`config.mk`:
```
export PLATFORM = sky130hd
export DESIGN_NAME = usrp_core_top
export DESIGN_NICKNAME = d
export VERILOG_FILES = /design/src/design/usrp_pkg.sv /design/src/design/apb_reg_fsm.sv /design/src/design/settings_regs.sv /design/src/design/rate_strobe_gen.sv /design/src/design/tx_dac_mux.sv /design/src/design/rx_source_sel.sv /design/src/design/usrp_core_top.sv
export SDC_FILE = /design/constraint.sdc
export NUM_CORES = 1
export LEC_CHECK = 0
export BUFFER_PORTS_ARGS = -buffer_cell sky130_fd_sc_hd__buf_2
export CAP_MARGIN = 20
export CORE_MARGIN = 10
export CORE_UTILIZATION = 35
export DETAILED_ROUTE_END_ITERATION = 7
export SETUP_SLACK_MARGIN = 0.5
export SLEW_MARGIN = 40
export SYNTH_ARGS = -nofsm -noshare
export SYNTH_HDL_FRONTEND = slang
export SYNTH_HIERARCHICAL = 1
export SYNTH_SLANG_ARGS = --single-unit
```
`constraint.sdc`:
```
create_clock -name clk64 -period 5.5 [get_ports clk64]
set_input_delay 0.275 -clock clk64 [delete_from_list [all_inputs] [get_ports clk64]]
set_output_delay 0.275 -clock clk64 [all_outputs]
set_load 0.01 [all_outputs]
```
`src/design/usrp_pkg.sv`:
```
/*
 * Shared constants for the clk64 radio control core
 * Bus and sample widths, register map, tx_mux slot fields,
 * mode and control bits, constant readback words, APB FSM states
 */
`default_nettype none

package usrp_pkg;

   // Widths
   localparam int addr_w   = 7;
   localparam int data_w   = 32;
   localparam int sample_w = 16;
   localparam int dac_w    = 14;
   localparam int rate_w   = 8;

   // Register map
   localparam logic [addr_w-1:0] reg_tx_mux      = 7'd1;
   localparam logic [addr_w-1:0] reg_mode        = 7'd2;
   localparam logic [addr_w-1:0] reg_interp_rate = 7'd3;
   localparam logic [addr_w-1:0] reg_decim_rate  = 7'd4;
   localparam logic [addr_w-1:0] reg_master_ctrl = 7'd5;
   localparam logic [addr_w-1:0] reg_caps        = 7'd6;
   localparam logic [addr_w-1:0] reg_id          = 7'd7;

   // DAC slot codes in tx_mux, slot n starts at bit 4+4n
   localparam int dac_slots    = 4;
   localparam int tx_slot0_lsb = 4;
   localparam int slot_code_w  = 4;
   localparam int mux_en_bit   = 3;
   localparam int mux_chan_bit = 1;
   localparam int mux_q_bit    = 0;

   // Mode and master control bits
   localparam int mode_loopback_bit  = 0;
   localparam int mode_counter_bit   = 1;
   localparam int ctrl_enable_tx_bit = 0;
   localparam int ctrl_enable_rx_bit = 1;

   // Read-only words
   localparam logic [data_w-1:0] caps_word = 32'h0000_0022;
   localparam logic [data_w-1:0] id_word   = 32'hF0F0_931A;

   // APB slave states
   localparam logic [1:0] st_idle   = 2'd0;
   localparam logic [1:0] st_setup  = 2'd1;
   localparam logic [1:0] st_access = 2'd2;

endpackage

`default_nettype wire

```
`src/design/apb_reg_fsm.sv`:
```
/*
 * APB slave for the settings bank
 * Zero wait state answer, read data latch, one write strobe per write
 */
`timescale 1ns/1ns
`default_nettype none

module apb_reg_fsm (
   input  wire                          clk64,
   input  wire                          rx_dsp_reset,
   input  wire                          i_psel,
   input  wire                          i_penable,
   input  wire                          i_pwrite,
   input  wire  [usrp_pkg::addr_w-1:0]  i_paddr,
   input  wire  [usrp_pkg::data_w-1:0]  i_pwdata,
   input  wire  [usrp_pkg::data_w-1:0]  i_rdata,
   output logic [usrp_pkg::data_w-1:0]  o_prdata,
   output logic                         o_pready,
   output logic                         o_wr_strobe,
   output logic [usrp_pkg::addr_w-1:0]  o_wr_addr,
   output logic [usrp_pkg::data_w-1:0]  o_wr_data,
   output logic [usrp_pkg::addr_w-1:0]  o_rd_addr
);

   logic [1:0] state;
   logic       start;

   // Setup phase seen on the bus, access follows next cycle
   assign start     = (state != usrp_pkg::st_access) && i_psel && !i_penable;
   assign o_rd_addr = i_paddr;

   always_ff @(posedge clk64)
   begin
      if (rx_dsp_reset)
      begin
         state       <= usrp_pkg::st_idle;
         o_pready    <= 1'b0;
         o_wr_strobe <= 1'b0;
      end
      else
      begin
         o_pready    <= 1'b0;
         o_wr_strobe <= 1'b0;
         if (start)
         begin
            state       <= usrp_pkg::st_access;
            o_pready    <= 1'b1;
            o_wr_strobe <= i_pwrite;
         end
         else if (state == usrp_pkg::st_access)
            state <= usrp_pkg::st_setup;
         else if (!i_psel)
            state <= usrp_pkg::st_idle;
      end
   end

   // Address and data are stable from setup on, so capture them there
   always_ff @(posedge clk64)
   begin
      if (start)
      begin
         o_prdata  <= i_pwrite ? '0 : i_rdata;
         o_wr_addr <= i_paddr;
         o_wr_data <= i_pwdata;
      end
   end

endmodule

`default_nettype wire

```
`src/design/settings_regs.sv`:
```
/*
 * Settings register bank
 * Five writable words, address decode, read mux with caps and id words
 */
`timescale 1ns/1ns
`default_nettype none

module settings_regs (
   input  wire                          clk64,
   input  wire                          rx_dsp_reset,
   input  wire                          i_wr_strobe,
   input  wire  [usrp_pkg::addr_w-1:0]  i_wr_addr,
   input  wire  [usrp_pkg::data_w-1:0]  i_wr_data,
   input  wire  [usrp_pkg::addr_w-1:0]  i_rd_addr,
   output logic [usrp_pkg::data_w-1:0]  o_rdata,
   output logic [usrp_pkg::data_w-1:0]  o_tx_mux,
   output logic                         o_loopback,
   output logic                         o_counter_mode,
   output logic [usrp_pkg::rate_w-1:0]  o_interp_rate,
   output logic [usrp_pkg::rate_w-1:0]  o_decim_rate,
   output logic                         o_enable_tx,
   output logic                         o_enable_rx
);

   logic [usrp_pkg::data_w-1:0] tx_mux_q;
   logic [usrp_pkg::data_w-1:0] mode_q;
   logic [usrp_pkg::data_w-1:0] interp_q;
   logic [usrp_pkg::data_w-1:0] decim_q;
   logic [usrp_pkg::data_w-1:0] ctrl_q;

   // Read-only and unmapped addresses fall through
   always_ff @(posedge clk64)
   begin
      if (rx_dsp_reset)
      begin
         tx_mux_q <= '0;
         mode_q   <= '0;
         interp_q <= '0;
         decim_q  <= '0;
         ctrl_q   <= '0;
      end
      else if (i_wr_strobe)
      begin
         case (i_wr_addr)
            usrp_pkg::reg_tx_mux:      tx_mux_q <= i_wr_data;
            usrp_pkg::reg_mode:        mode_q   <= i_wr_data;
            usrp_pkg::reg_interp_rate: interp_q <= i_wr_data;
            usrp_pkg::reg_decim_rate:  decim_q  <= i_wr_data;
            usrp_pkg::reg_master_ctrl: ctrl_q   <= i_wr_data;
            default:                   ;
         endcase
      end
   end

   always_comb
   begin
      case (i_rd_addr)
         usrp_pkg::reg_tx_mux:      o_rdata = tx_mux_q;
         usrp_pkg::reg_mode:        o_rdata = mode_q;
         usrp_pkg::reg_interp_rate: o_rdata = interp_q;
         usrp_pkg::reg_decim_rate:  o_rdata = decim_q;
         usrp_pkg::reg_master_ctrl: o_rdata = ctrl_q;
         usrp_pkg::reg_caps:        o_rdata = usrp_pkg::caps_word;
         usrp_pkg::reg_id:          o_rdata = usrp_pkg::id_word;
         default:                   o_rdata = '0;
      endcase
   end

   // Fields out to the datapath
   assign o_tx_mux       = tx_mux_q;
   assign o_loopback     = mode_q[usrp_pkg::mode_loopback_bit];
   assign o_counter_mode = mode_q[usrp_pkg::mode_counter_bit];
   assign o_interp_rate  = interp_q[usrp_pkg::rate_w-1:0];
   assign o_decim_rate   = decim_q[usrp_pkg::rate_w-1:0];
   assign o_enable_tx    = ctrl_q[usrp_pkg::ctrl_enable_tx_bit];
   assign o_enable_rx    = ctrl_q[usrp_pkg::ctrl_enable_rx_bit];

endmodule

`default_nettype wire

```
`src/design/rate_strobe_gen.sv`:
```
/*
 * Rate strobes
 * Sample strobe toggle, interpolation and decimation down-counters
 */
`timescale 1ns/1ns
`default_nettype none

module rate_strobe_gen (
   input  wire                          clk64,
   input  wire                          rx_dsp_reset,
   input  wire                          i_enable_tx,
   input  wire                          i_enable_rx,
   input  wire  [usrp_pkg::rate_w-1:0]  i_interp_rate,
   input  wire  [usrp_pkg::rate_w-1:0]  i_decim_rate,
   output logic                         o_sample_strobe,
   output logic                         o_interp_strobe,
   output logic                         o_decim_strobe
);

   logic [usrp_pkg::rate_w-1:0] interp_cnt;
   logic [usrp_pkg::rate_w-1:0] decim_cnt;

   // Transmit side, counts sample strobe highs
   always_ff @(posedge clk64)
   begin
      if (rx_dsp_reset || !i_enable_tx)
      begin
         o_sample_strobe <= 1'b0;
         o_interp_strobe <= 1'b0;
         interp_cnt      <= rx_dsp_reset ? '0 : i_interp_rate;
      end
      else
      begin
         o_sample_strobe <= ~o_sample_strobe;
         o_interp_strobe <= o_sample_strobe && (interp_cnt == '0);
         if (o_sample_strobe)
            interp_cnt <= (interp_cnt == '0) ? i_interp_rate : interp_cnt - 1'b1;
      end
   end

   // Receive side, counts every clock
   always_ff @(posedge clk64)
   begin
      if (rx_dsp_reset || !i_enable_rx)
      begin
         o_decim_strobe <= 1'b0;
         decim_cnt      <= rx_dsp_reset ? '0 : i_decim_rate;
      end
      else
      begin
         o_decim_strobe <= (decim_cnt == '0);
         decim_cnt      <= (decim_cnt == '0) ? i_decim_rate : decim_cnt - 1'b1;
      end
   end

endmodule

`default_nettype wire

```
`src/design/tx_dac_mux.sv`:
```
/*
 * Transmit DAC routing
 * Slot code decode and interleaving onto two registered DAC buses
 */
`timescale 1ns/1ns
`default_nettype none

module tx_dac_mux (
   input  wire                            clk64,
   input  wire                            rx_dsp_reset,
   input  wire   [usrp_pkg::data_w-1:0]   i_tx_mux,
   input  wire                            i_sample_strobe,
   input  wire   [usrp_pkg::sample_w-1:0] i_tx_i0,
   input  wire   [usrp_pkg::sample_w-1:0] i_tx_q0,
   input  wire   [usrp_pkg::sample_w-1:0] i_tx_i1,
   input  wire   [usrp_pkg::sample_w-1:0] i_tx_q1,
   output logic  [usrp_pkg::dac_w-1:0]    o_tx_a,
   output logic  [usrp_pkg::dac_w-1:0]    o_tx_b,
   output logic                           o_txsync
);

   logic [usrp_pkg::sample_w-1:0] slot_val [usrp_pkg::dac_slots];

   for (genvar n = 0; n < usrp_pkg::dac_slots; n++)
   begin : g_slot
      logic [usrp_pkg::slot_code_w-1:0] code;
      logic [usrp_pkg::sample_w-1:0]    pick;

      assign code = i_tx_mux[usrp_pkg::tx_slot0_lsb + n*usrp_pkg::slot_code_w
                             +: usrp_pkg::slot_code_w];

      // Channel bit picks the pair, Q bit picks within it
      always_comb
      begin
         if (code[usrp_pkg::mux_chan_bit])
            pick = code[usrp_pkg::mux_q_bit] ? i_tx_q1 : i_tx_i1;
         else
            pick = code[usrp_pkg::mux_q_bit] ? i_tx_q0 : i_tx_i0;
      end

      assign slot_val[n] = code[usrp_pkg::mux_en_bit] ? pick : '0;
   end

   // Odd slots go out while txsync is high, DAC takes the top bits
   always_ff @(posedge clk64)
   begin
      if (rx_dsp_reset)
      begin
         o_tx_a   <= '0;
         o_tx_b   <= '0;
         o_txsync <= 1'b0;
      end
      else
      begin
         o_txsync <= i_sample_strobe;
         o_tx_a   <= i_sample_strobe
                     ? slot_val[1][usrp_pkg::sample_w-1 -: usrp_pkg::dac_w]
                     : slot_val[0][usrp_pkg::sample_w-1 -: usrp_pkg::dac_w];
         o_tx_b   <= i_sample_strobe
                     ? slot_val[3][usrp_pkg::sample_w-1 -: usrp_pkg::dac_w]
                     : slot_val[2][usrp_pkg::sample_w-1 -: usrp_pkg::dac_w];
      end
   end

endmodule

`default_nettype wire

```
`src/design/rx_source_sel.sv`:
```
/*
 * Receive source selection
 * Loopback capture, debug ramp counter, channel output registers
 */
`timescale 1ns/1ns
`default_nettype none

module rx_source_sel (
   input  wire                            clk64,
   input  wire                            rx_dsp_reset,
   input  wire                            i_enable_rx,
   input  wire                            i_loopback,
   input  wire                            i_counter_mode,
   input  wire                            i_interp_strobe,
   input  wire                            i_decim_strobe,
   input  wire   [usrp_pkg::sample_w-1:0] i_tx_i0,
   input  wire   [usrp_pkg::sample_w-1:0] i_tx_q0,
   input  wire   [usrp_pkg::sample_w-1:0] i_adc_i0,
   input  wire   [usrp_pkg::sample_w-1:0] i_adc_q0,
   input  wire   [usrp_pkg::sample_w-1:0] i_adc_i1,
   input  wire   [usrp_pkg::sample_w-1:0] i_adc_q1,
   output logic  [usrp_pkg::sample_w-1:0] o_rx_ch0,
   output logic  [usrp_pkg::sample_w-1:0] o_rx_ch1,
   output logic  [usrp_pkg::sample_w-1:0] o_rx_ch2,
   output logic  [usrp_pkg::sample_w-1:0] o_rx_ch3,
   output logic                           o_rx_strobe
);

   logic [usrp_pkg::sample_w-1:0] loop_i;
   logic [usrp_pkg::sample_w-1:0] loop_q;
   logic [usrp_pkg::sample_w-1:0] ramp;

   // Transmit channel 0 as it is handed to the baseband
   always_ff @(posedge clk64)
   begin
      if (i_interp_strobe)
      begin
         loop_i <= i_tx_i0;
         loop_q <= i_tx_q0;
      end
   end

   always_ff @(posedge clk64)
   begin
      if (rx_dsp_reset || !i_enable_rx)
         ramp <= '0;
      else if (i_decim_strobe)
         ramp <= ramp + 16'd2;
   end

   // Counter wins over loopback; ch0 and ch1 see the ramp before its step
   always_ff @(posedge clk64)
   begin
      if (i_decim_strobe)
      begin
         if (i_counter_mode)
         begin
            o_rx_ch0 <= ramp;
            o_rx_ch1 <= ramp + 16'd1;
         end
         else if (i_loopback)
         begin
            o_rx_ch0 <= loop_i;
            o_rx_ch1 <= loop_q;
         end
         else
         begin
            o_rx_ch0 <= i_adc_i0;
            o_rx_ch1 <= i_adc_q0;
         end
         o_rx_ch2 <= i_adc_i1;
         o_rx_ch3 <= i_adc_q1;
      end
   end

   always_ff @(posedge clk64)
   begin
      if (rx_dsp_reset)
         o_rx_strobe <= 1'b0;
      else
         o_rx_strobe <= i_decim_strobe;
   end

endmodule

`default_nettype wire

```
`src/design/usrp_core_top.sv`:
```
/*
 * clk64 control and sample routing core
 * APB slave, settings bank, rate strobes, DAC routing, receive selection
 */
`timescale 1ns/1ns
`default_nettype none

module usrp_core_top (
   input  wire                            clk64,
   input  wire                            rx_dsp_reset,
   input  wire                            i_psel,
   input  wire                            i_penable,
   input  wire                            i_pwrite,
   input  wire   [usrp_pkg::addr_w-1:0]   i_paddr,
   input  wire   [usrp_pkg::data_w-1:0]   i_pwdata,
   output logic  [usrp_pkg::data_w-1:0]   o_prdata,
   output logic                           o_pready,
   input  wire   [usrp_pkg::sample_w-1:0] i_tx_i0,
   input  wire   [usrp_pkg::sample_w-1:0] i_tx_q0,
   input  wire   [usrp_pkg::sample_w-1:0] i_tx_i1,
   input  wire   [usrp_pkg::sample_w-1:0] i_tx_q1,
   input  wire   [usrp_pkg::sample_w-1:0] i_adc_i0,
   input  wire   [usrp_pkg::sample_w-1:0] i_adc_q0,
   input  wire   [usrp_pkg::sample_w-1:0] i_adc_i1,
   input  wire   [usrp_pkg::sample_w-1:0] i_adc_q1,
   output logic  [usrp_pkg::dac_w-1:0]    o_tx_a,
   output logic  [usrp_pkg::dac_w-1:0]    o_tx_b,
   output logic                           o_txsync,
   output logic  [usrp_pkg::sample_w-1:0] o_rx_ch0,
   output logic  [usrp_pkg::sample_w-1:0] o_rx_ch1,
   output logic  [usrp_pkg::sample_w-1:0] o_rx_ch2,
   output logic  [usrp_pkg::sample_w-1:0] o_rx_ch3,
   output logic                           o_rx_strobe,
   output logic                           o_interp_strobe
);

   // Register access path
   logic                        wr_strobe;
   logic [usrp_pkg::addr_w-1:0] wr_addr;
   logic [usrp_pkg::data_w-1:0] wr_data;
   logic [usrp_pkg::addr_w-1:0] rd_addr;
   logic [usrp_pkg::data_w-1:0] rdata;

   // Settings out to the datapath
   logic [usrp_pkg::data_w-1:0] tx_mux;
   logic                        loopback;
   logic                        counter_mode;
   logic [usrp_pkg::rate_w-1:0] interp_rate;
   logic [usrp_pkg::rate_w-1:0] decim_rate;
   logic                        enable_tx;
   logic                        enable_rx;

   logic                        sample_strobe;
   logic                        decim_strobe;

   apb_reg_fsm u_apb (
      .clk64        (clk64),
      .rx_dsp_reset (rx_dsp_reset),
      .i_psel       (i_psel),
      .i_penable    (i_penable),
      .i_pwrite     (i_pwrite),
      .i_paddr      (i_paddr),
      .i_pwdata     (i_pwdata),
      .i_rdata      (rdata),
      .o_prdata     (o_prdata),
      .o_pready     (o_pready),
      .o_wr_strobe  (wr_strobe),
      .o_wr_addr    (wr_addr),
      .o_wr_data    (wr_data),
      .o_rd_addr    (rd_addr)
   );

   settings_regs u_regs (
      .clk64          (clk64),
      .rx_dsp_reset   (rx_dsp_reset),
      .i_wr_strobe    (wr_strobe),
      .i_wr_addr      (wr_addr),
      .i_wr_data      (wr_data),
      .i_rd_addr      (rd_addr),
      .o_rdata        (rdata),
      .o_tx_mux       (tx_mux),
      .o_loopback     (loopback),
      .o_counter_mode (counter_mode),
      .o_interp_rate  (interp_rate),
      .o_decim_rate   (decim_rate),
      .o_enable_tx    (enable_tx),
      .o_enable_rx    (enable_rx)
   );

   rate_strobe_gen u_strobes (
      .clk64           (clk64),
      .rx_dsp_reset    (rx_dsp_reset),
      .i_enable_tx     (enable_tx),
      .i_enable_rx     (enable_rx),
      .i_interp_rate   (interp_rate),
      .i_decim_rate    (decim_rate),
      .o_sample_strobe (sample_strobe),
      .o_interp_strobe (o_interp_strobe),
      .o_decim_strobe  (decim_strobe)
   );

   tx_dac_mux u_dac (
      .clk64           (clk64),
      .rx_dsp_reset    (rx_dsp_reset),
      .i_tx_mux        (tx_mux),
      .i_sample_strobe (sample_strobe),
      .i_tx_i0         (i_tx_i0),
      .i_tx_q0         (i_tx_q0),
      .i_tx_i1         (i_tx_i1),
      .i_tx_q1         (i_tx_q1),
      .o_tx_a          (o_tx_a),
      .o_tx_b          (o_tx_b),
      .o_txsync        (o_txsync)
   );

   rx_source_sel u_rx (
      .clk64           (clk64),
      .rx_dsp_reset    (rx_dsp_reset),
      .i_enable_rx     (enable_rx),
      .i_loopback      (loopback),
      .i_counter_mode  (counter_mode),
      .i_interp_strobe (o_interp_strobe),
      .i_decim_strobe  (decim_strobe),
      .i_tx_i0         (i_tx_i0),
      .i_tx_q0         (i_tx_q0),
      .i_adc_i0        (i_adc_i0),
      .i_adc_q0        (i_adc_q0),
      .i_adc_i1        (i_adc_i1),
      .i_adc_q1        (i_adc_q1),
      .o_rx_ch0        (o_rx_ch0),
      .o_rx_ch1        (o_rx_ch1),
      .o_rx_ch2        (o_rx_ch2),
      .o_rx_ch3        (o_rx_ch3),
      .o_rx_strobe     (o_rx_strobe)
   );

endmodule

`default_nettype wire

```
# Yosys cells after proc, flatten, opt, wreduce, memory -nomap -nowiden
# Cells that the tools add are included.
# totals
reg_bits,396
in_bits,172
output_inout_bits,128
word_cells,102
# op_classes
n_addsub,4
eq_ne,16
n_mux,34
n_bitwise,2
reduce_logical,18
# op_table
operator,n
2-to-1 mux 16 bit,20
case mux 32 bit (7 select lines),1
2-to-1 mux 8 bit,7
equality test 7 x 3 -> 1 bit (second input constant),6
equality test 7 x 2 -> 1 bit (second input constant),4
2-to-1 mux 14 bit,2
adder 16 x 1 -> 16 bit (second input constant),1
adder 16 x 2 -> 16 bit (second input constant),1
logical NOT 8 bit,2
subtractor 8 x 1 -> 8 bit (second input constant),2
equality test 7 x 1 -> 1 bit (second input constant),2
AND reduction 2 bit,5
2-to-1 mux 2 bit,3
OR reduction 2 bit,2
logical AND 1 bit,3
logical NOT 1 bit,3
inequality test 3 x 1 -> 1 bit (second input constant),1
equality test 2 bit (second input constant),1
logical OR 1 bit,2
inequality test 2 x 1 -> 1 bit (second input constant),1
inequality test 2 bit (second input constant),1
NOT 1 bit,2
nonzero test 2 bit,1
2-to-1 mux 1 bit,1

# Depth between registers and ports, before layout
# Gate-level depths: netlist of the first run.
# depth
depth_word,5
mapped_depth,7
mapped_depth_nobuf,6

# Modules after synthesis
# The synthesis of the first run kept the hierarchy.
# modules_own_cells
mod,n_inst,cells_per_inst,area_per_inst_um2,seq_area_each_um2
settings_regs,1,778,7872.6,3203.1
rx_source_sel,1,302,4384.2,3203.1
apb_reg_fsm,1,127,2561.2,2212.1
tx_dac_mux,1,308,2474.9,580.6
rate_strobe_gen,1,96,1023.5,460.4

# Worst setup path before layout of the first run
# No wires, ideal clock.
# synth_timing
path_kind,in2reg
startpoint,input i_penable
endpoint,register u_apb/o_prdata[0] (netlist bit) (enable)
setup_time_ns,0.500
arrival_ns,3.421
required_ns,5.000
path_slack_ns,1.579
path_stages,2
n_path_buf,0
cell_sequence,nand2b_1 > nor2_1
# synth_via
elab_chain_len,2
# synth_rtl
item,line_no,rtl
start: declaration,usrp_core_top.sv:12,"input wire i_penable,"
logical NOT 1 bit,apb_reg_fsm.sv:29,assign start = (state != usrp_pkg::st_access) && i_psel && !i_penable;
logical AND 1 bit,apb_reg_fsm.sv:29,
named net u_apb.start,apb_reg_fsm.sv:26,logic start;
end signal: assignment,apb_reg_fsm.sv:62,o_prdata <= i_pwrite ? '0 : i_rdata;
end: declaration,apb_reg_fsm.sv:17,"output logic [usrp_pkg::data_w-1:0] o_prdata,"
# The timed path passes the listed nets, and every way through them passes these cells.
# A chain may end at the register's enable or synchronous reset.

# Final worst setup path of the first run
# layout_timing
startpoint,input i_paddr[5] (netlist bit)
endpoint,register u_apb/o_prdata[23] (netlist bit) (data pin)
# layout_via
elab_chain_len,2
word_cells_on_any_way,8
classes_between,7 x eq/ne; 1 x mux
# layout_rtl
item,line_no,rtl
start: declaration,usrp_core_top.sv:14,"input wire [usrp_pkg::addr_w-1:0] i_paddr,"
"equality test 7 x 3 -> 1 bit, or another cell as far along",settings_regs.sv:57,case (i_rd_addr)
case mux 32 bit (7 select lines) *,settings_regs.sv:57,
"named net rdata, one bit",usrp_core_top.sv:42,logic [usrp_pkg::data_w-1:0] rdata;
# The timed path passes the listed nets; every way through them passes the cells marked *.

==> metrics.md, run 1 <==
| Metric | Value |
|---|---|
| Outcome | `finished clean` |
| First-iteration detailed-routing DRC count | `1044` |
| RR Endpoint | `u_regs/decim_q[29]` |
| Combinational family with the most area after synthesis | `simple AND/OR/NAND/NOR gates` |
| Number of remaining DRC errors | `0` |
| Part of the power in registers | `0.474` |
| Synth warnings | `6` |
| Netlist cell types | `66` |
| Worst r2r src | `u_apb/o_wr_addr[5]` |
| WHS Path Cells | `3` |
| Setup TNS | `0 ns` |
| Total CTS buffers | `45` |
| Cell Rows | `83` |
| Post-Route Utilization | `0.442` |
| Fmax | `385 MHz` |
| Synthesized area | `0.0183 mm2` |
| Post-CTS setup buffer count | `0` |
| Wire length of the first global-routing pass | `84300 um` |
| Max_cap viols | `0` |
| IO Port Bufs | `295` |
| Post-synth top area cell | `edfxtp_1` |
| Number of gates resized after CTS | `0` |
| Compound-cell area share of the yosys netlist | `0.0960` |
| Hold Vio Cnt, Final | `0` |
| Worst setup margin | `2.90 ns` |
| Hold endpoint | `u_apb/state[1]` |
| Slew HR | `0.423` |
| CP Class | `in2reg` |
| Post-route ant nets | `0` |
| Slew Limit Fails | `0` |
| Minimum clock period after layout | `2.60 ns` |
| Post-Syn Nets | `1788` |
| Core ar. | `0.0516 mm2` |
| Most frequent cells in the layout | `293 x buf_2, 238 x mux2i_1, 220 x nand2b_1` |
| Drt first pass iters | `5` |
| Critical Path Start Type | `input port` |
| Final nets | `2123` |
| Cell Int Power | `about 5100 uW` |
| Leakage | `between 0.009 and 0.01 uW` |
| GRT Overall Usage | `0.171` |
| Ranking of synthesized cells by area | `edfxtp_1 29%, dfxtp_1 24%, mux2i_1 13%` |
| Largest net degree at the start of global routing | `218` |
| Comb pwr share | `0.057` |
| Ys async rst share | `0` |
| Crit path required time | `just under 6 ns` |
| Die Wd | `between 200 and 250 um` |
| Post-DP HPWL | `36100 um` |
| Final setup viols | `0` |
| Top-area cell type share of the netlist area | `0.287` |
| CTS Root Cell | `clkbuf_16` |
| Reg2Reg Depth | `4` |
| Area grow syn2layout | `24.6%` |
| DR WL/cell | `20.7 um` |
| Flop2flop setup slack | `3.12 ns` |
| Sw power | `1430 uW` |
| Initial antenna violation count | `7` |
| Fraction of the mapped netlist area in simple logic gates | `0.171` |
| Avg Inst Size Synth | `11.4 um2` |
| WP data arrival | `roughly 3.0 ns` |
| Commonest non-fill, non-tap cell in the layout | `buf_2` |
| Clock transition at path regs | `0.06 ns` |
| Hold Crit Start | `i_penable` |
| Power per Cell Area | `286 mW/mm2` |
| Syn Inst Count | `1611` |
| Seq cells post-synth | `395` |
| Final Skew | `0.0254 ns` |
| DR vias/cell | `around 5` |
| Worst vdd ir | `0.200 mV` |
| Sequential share of the synthesized area | `0.527` |
| CTS tree | `yes` |
| Vias in the first global route | `between 10000 and 15000` |
| Total wire length | `55400 um` |
| Die area | `between 0.06 and 0.07 mm2` |
| Ys flop type | `dfxtp_1` |
| Critical Path End Type | `flop` |
| CTS H-tree lvls | `2` |
| Mux cell area share after synthesis | `0.152` |
| Boundary Pins | `300` |
| Final RePlAce weighted congestion | `0.812` |
| RSZ-0062 raised after global routing | `false` |
| Worst skew pair latency | `between 0.5 and 0.6 ns` |
| Worst slew pin tran | `0.860 ns` |
| Fraction of layout cells with a size suffix above 1 | `0.239` |
| Starting Density | `0.355` |
| EDFF count, synth | `175` |
| Switching Fraction | `0.219` |
| Clock sink count | `395` |
| Chip Height | `249 um` |
| Clk pwr share | `0.470` |
| Period utilisation layout | `0.472` |
| Total vias in the final route | `approximately 14000` |
| Crit-path max FO | `33` |
| Setup WS pre-CTS | `2.87 ns` |
| Hold Crit Class | `in2reg` |
| XOR/XNOR Fraction of Synth Area | `0.00669` |
| Adder-cell share of the synthesized area | `0.00342` |
| Clock Tree Buf Depth | `3` |
| GRT overflow | `0` |
synth_stat cells (20+ instances only):
cell type	number
dfxtp_1	220
a21oi_1	27
nor2_1	49
nand2_1	73
mux2_2	35
clkbuf_1	64
edfxtp_1	175
inv_1	20
mux2i_1	238
o22ai_1	57
nor3_1	34
nor2b_1	82
buf_4	24
a211oi_1	30
buf_2	26
nand2b_1	220
logic make-up (layout without fill, tap and decap cells):
logic type	Yosys count	after routing
AOI/OAI and AO/OA	230	230
and+or+nand+nor	533	533
xor gates and xnor gates	14	14
other	0	7
DFF	395	395
muxes	273	273
adders and majority gates	5	5
buffers and inverters	161	532
worst max-delay path, cell delays in order:
cell,delay (ns)
dlygate4sd3_1,0.53
buf_2,0.13
or4_1,0.54
buf_4,0.33
nor3_2,0.63
buf_4,0.29
a221o_1,0.18
nor2b_1,0.12
power by group through the flow:
stage	logic [uW]	registers, uW	clock network, uW
after floorplan	153	3160	0
after detailed placement	307	3150	0
after global routing	399	3090	3270
final	369	3090	3060
after global placement	293	3160	0
after CTS	369	3090	3160
worst max path at each step:
stage	startpoint	endpoint	slack, ns	cells past startpoint
after floorplan	i_penable	u_apb/o_prdata[0]	1.58	2
after global placement	i_paddr[5]	u_apb/o_prdata[23]	2.45	7
after detailed placement	i_paddr[5]	u_apb/o_prdata[23]	2.87	7
after CTS	i_paddr[5]	u_apb/o_prdata[23]	2.93	8
after global routing	i_paddr[5]	u_apb/o_prdata[23]	2.79	8
final	i_paddr[5]	u_apb/o_prdata[23]	2.90	8
routing by layer:
layer / vias up / global-route usage / wire [um]
met4: 0 / 0.0696 / 1890
li1: 6484 / - / -
met5: - / 0 / 0
met1: 6693 / 0.214 / 24400
met3: 107 / 0.0333 / 2960
met2: 420 / 0.282 / 26100
per-stage QoR:
step / instance area, um2 / instances / hold slack [ns] / power [uW]
2_1_floorplan: 18300 / 1611 / 0.344 / 3310
3_3_place_gp: 20200 / 2471 / 0.453 / 3450
3_5_place_dp: 20300 / 2475 / 0.453 / 3460
4_1_cts: 22800 / 2662 / 0.0608 / 6620
5_1_grt: 22800 / 2669 / 0.0925 / 6760
6_report: 22800 / 2669 / 0.100 / 6520
flip-flops by register name, indices dropped and copies added (netlist names), 2 cells and up:
register,count
u_apb/o_prdata,32
u_apb/o_wr_addr,7
u_apb/o_wr_data,32
u_apb/state,2
u_dac/o_tx_a,14
u_dac/o_tx_b,14
u_regs/ctrl_q,32
u_regs/decim_q,32
u_regs/interp_q,32
u_regs/mode_q,32
u_regs/o_tx_mux,32
u_rx/loop_i,16
u_rx/loop_q,16
u_rx/o_rx_ch0,16
u_rx/o_rx_ch1,16
u_rx/o_rx_ch2,16
u_rx/o_rx_ch3,16
u_rx/ramp,15
u_strobes/decim_cnt,8
u_strobes/interp_cnt,8
layout make-up:
cell class	instances	area (um2)
Timing Repair Buffer	426	2780
Multi-Input combinational cell	1055	7920
Inverter	23	86.3
Sequential cell	395	9680
Antenna cell	7	17.5
Tap cell	680	851
Clock inverter	21	240
Fill cell	4747	28800
Clock buffer	62	1260
timing repair:
item / 4_1_cts / 5_1_grt
endpoints found under the setup margin: 0 / 0
endpoints found under the hold margin: 115 / 0
hold buffers: 104 / 0
(Power assumes the default switching activity.)
==> inputs of run 2 (changes only) <==
==> constraint.sdc (replaced) <==
create_clock -name clk64 -period 2.2 [get_ports clk64]
set_input_delay 0.11 -clock clk64 [delete_from_list [all_inputs] [get_ports clk64]]
set_output_delay 0.11 -clock clk64 [all_outputs]
set_load 0.01 [all_outputs]
==> metrics.md, run 2 (same netlist as run 1, synthesis figures left out) <==
| Metric | Value |
|---|---|
| IO Port Bufs | `295` |
| Post-route ant nets | `0` |
| Number of remaining DRC errors | `0` |
| Die Wd | `249 um` |
| WP data arrival | `between 2 and 2.5 ns` |
| Final Skew | `0.00945 ns` |
| Hold Vio Cnt, Final | `0` |
| Final RePlAce weighted congestion | `0.849` |
| Power per Cell Area | `681 mW/mm2` |
| Reg area | `0.00967 mm2` |
| Setup WS pre-CTS | `0.134 ns` |
| Commonest non-fill, non-tap cell in the layout | `buf_2` |
| Final nets | `2237` |
| CTS H-tree lvls | `2` |
| Clock sink count | `395` |
| Critical Path Start Type | `flop` |
| Fillers | `approximately 4700` |
| Total wire length | `between 50000 and 60000 um` |
| RSZ-0062 raised after global routing | `true` |
| Minimum clock period after layout | `about 2.0 ns` |
| Largest net degree at the start of global routing | `102` |
| Leakage | `0.00996 uW` |
| Worst skew pair latency | `0.57 ns` |
| Design Area, Final | `approximately 0.024 mm2` |
| Area grow syn2layout | `31.8%` |
| Fmax | `roughly 510 MHz` |
| Total CTS buffers | `45` |
| Fraction of layout cells with a size suffix above 1 | `0.264` |
| Die area | `0.0619 mm2` |
| Worst setup margin | `0.239 ns` |
| CP Class | `reg2reg` |
| Initial antenna violation count | `6` |
| Worst slew pin tran | `between 0.6 and 0.7 ns` |
| Post-DP HPWL | `37900 um` |
| Final setup viols | `0` |
| Crit path required time | `roughly 2.6 ns` |
| CTS Root Cell | `clkbuf_16` |
| Multi-input logic area | `0.00806 mm2` |
| Critical Path End Type | `flop` |
| DR WL/cell | `~21 um` |
| Chip Height | `249 um` |
| Clock transition at path regs | `0.06 ns` |
| Crit-path max FO | `9` |
| Max_cap viols | `0` |
| DR vias/cell | `roughly 5.1` |
| Dpl cell area | `0.0206 mm2` |
| Period utilisation layout | `0.891` |
| Cell Rows | `just over 80` |
| Boundary Pins | `300` |
| Core ar. | `0.0516 mm2` |
| Most frequent cells in the layout | `294 x buf_2, 238 x mux2i_1, 220 x nand2b_1` |
| GRT Overall Usage | `0.173` |
| Clock Tree Buf Depth | `3` |
| Setup TNS | `0 ns` |
| Slew HR | `0.542` |
| Drt first pass iters | `6` |
| CTS tree | `yes` |
| First-iteration detailed-routing DRC count | `approximately 1000` |
| Total vias in the final route | `14200` |
| Outcome | `finished clean` |
| Slew Limit Fails | `0` |
| GRT overflow | `0` |
| Starting Density | `0.355` |
| Worst vdd ir | `between 0.5 and 0.6 mV` |
| Wire length of the first global-routing pass | `approximately 86000 um` |
| Hold Crit Class | `in2reg` |
| Vias in the first global route | `between 10000 and 15000` |
==> run 2: cell count changes in the layout (fill, tap and decap cells not counted), sizes merged <==
cell         previous run  this run
dlygate4sd3           104       157
inv                    21        24
buf                   322       378
clkinvlp                1         2
clkinv                 17        15
o31a                    2         3
clkbuf                 62        64
diode                   7         5
==> run 2: final timing paths <==
kind / startpoint / to / slack [ns] / cells past startpoint
setup reg to reg: u_apb/o_wr_addr[4] / u_regs/o_tx_mux[13] / 0.24 / 4
hold / removal: i_adc_q0[4] / u_rx/o_rx_ch1[4] / 0.02 / 4
hold reg to reg: u_regs/mode_q[13] / u_regs/mode_q[13] / 0.47 / 2
setup / recovery: u_apb/o_wr_addr[4] / u_regs/o_tx_mux[13] / 0.24 / 4
==> run 2: final cells by class <==
cell class / instances / share of cell area
clock inverters: 23 / 0.0104
multi-input cells: 1056 / 0.334
diodes: 5 / 0.000518
repair buffers: 539 / 0.164
clock buffers: 60 / 0.0515
inverters: 23 / 0.00358
flip-flops and latches: 395 / 0.401
well taps: 680 / 0.0352
==> run 2: power by group <==
| part | leakage (uW) | total, uW | switching (uW) | internal [uW] |
|---|---|---|---|---|
| Sequential | 0.00343 | 7730 | 28.0 | 7700 |
| Combinational | 0.00580 | 1050 | 518 | 532 |
| Clock | 0.000730 | 7660 | 3100 | 4560 |
| Total | 0.00996 | 16400 | 3650 | 12800 |
==> run 2: timing repair <==
| item | in CTS | in global routing |
|---|---|---|
| hold buffers | 157 | 0 |
| buffers inserted | 5 | 8 |
| endpoints found under the setup margin | 170 | 194 |
| gates cloned | 1 | 6 |
| hold endpoints to repair | 159 | 0 |
| pin swaps | 6 | 8 |
| gates resized for setup | 13 | 34 |
==> run 2: through the flow <==
stage / utilization / hold WS [ns] / std cells / power (uW)
after global placement: 0.399 / 0.288 / 2516 / 8660
after floorplan: - / 0.179 / 1611 / 8270
after global routing: 0.468 / 0.0360 / 2781 / 17000
after detailed placement: 0.399 / 0.288 / 2516 / 8680
final: 0.468 / 0.0229 / 2781 / 16400
after CTS: 0.461 / 0.00498 / 2762 / 16600
==> run 2: worst max-delay path: stages (launching register included) <==
cell,delay [ns]
edfxtp_1,0.41
or4b_4,0.57
or4_4,0.52
buf_12,0.19
mux2i_1,0.13
==> run 2: routing by layer <==
layer / global-route usage / part of all wire
met3: 0.0300 / 0.056
met5: 0 / 0
met2: 0.286 / 0.48
met1: 0.221 / 0.43
met4: 0.0660 / 0.032
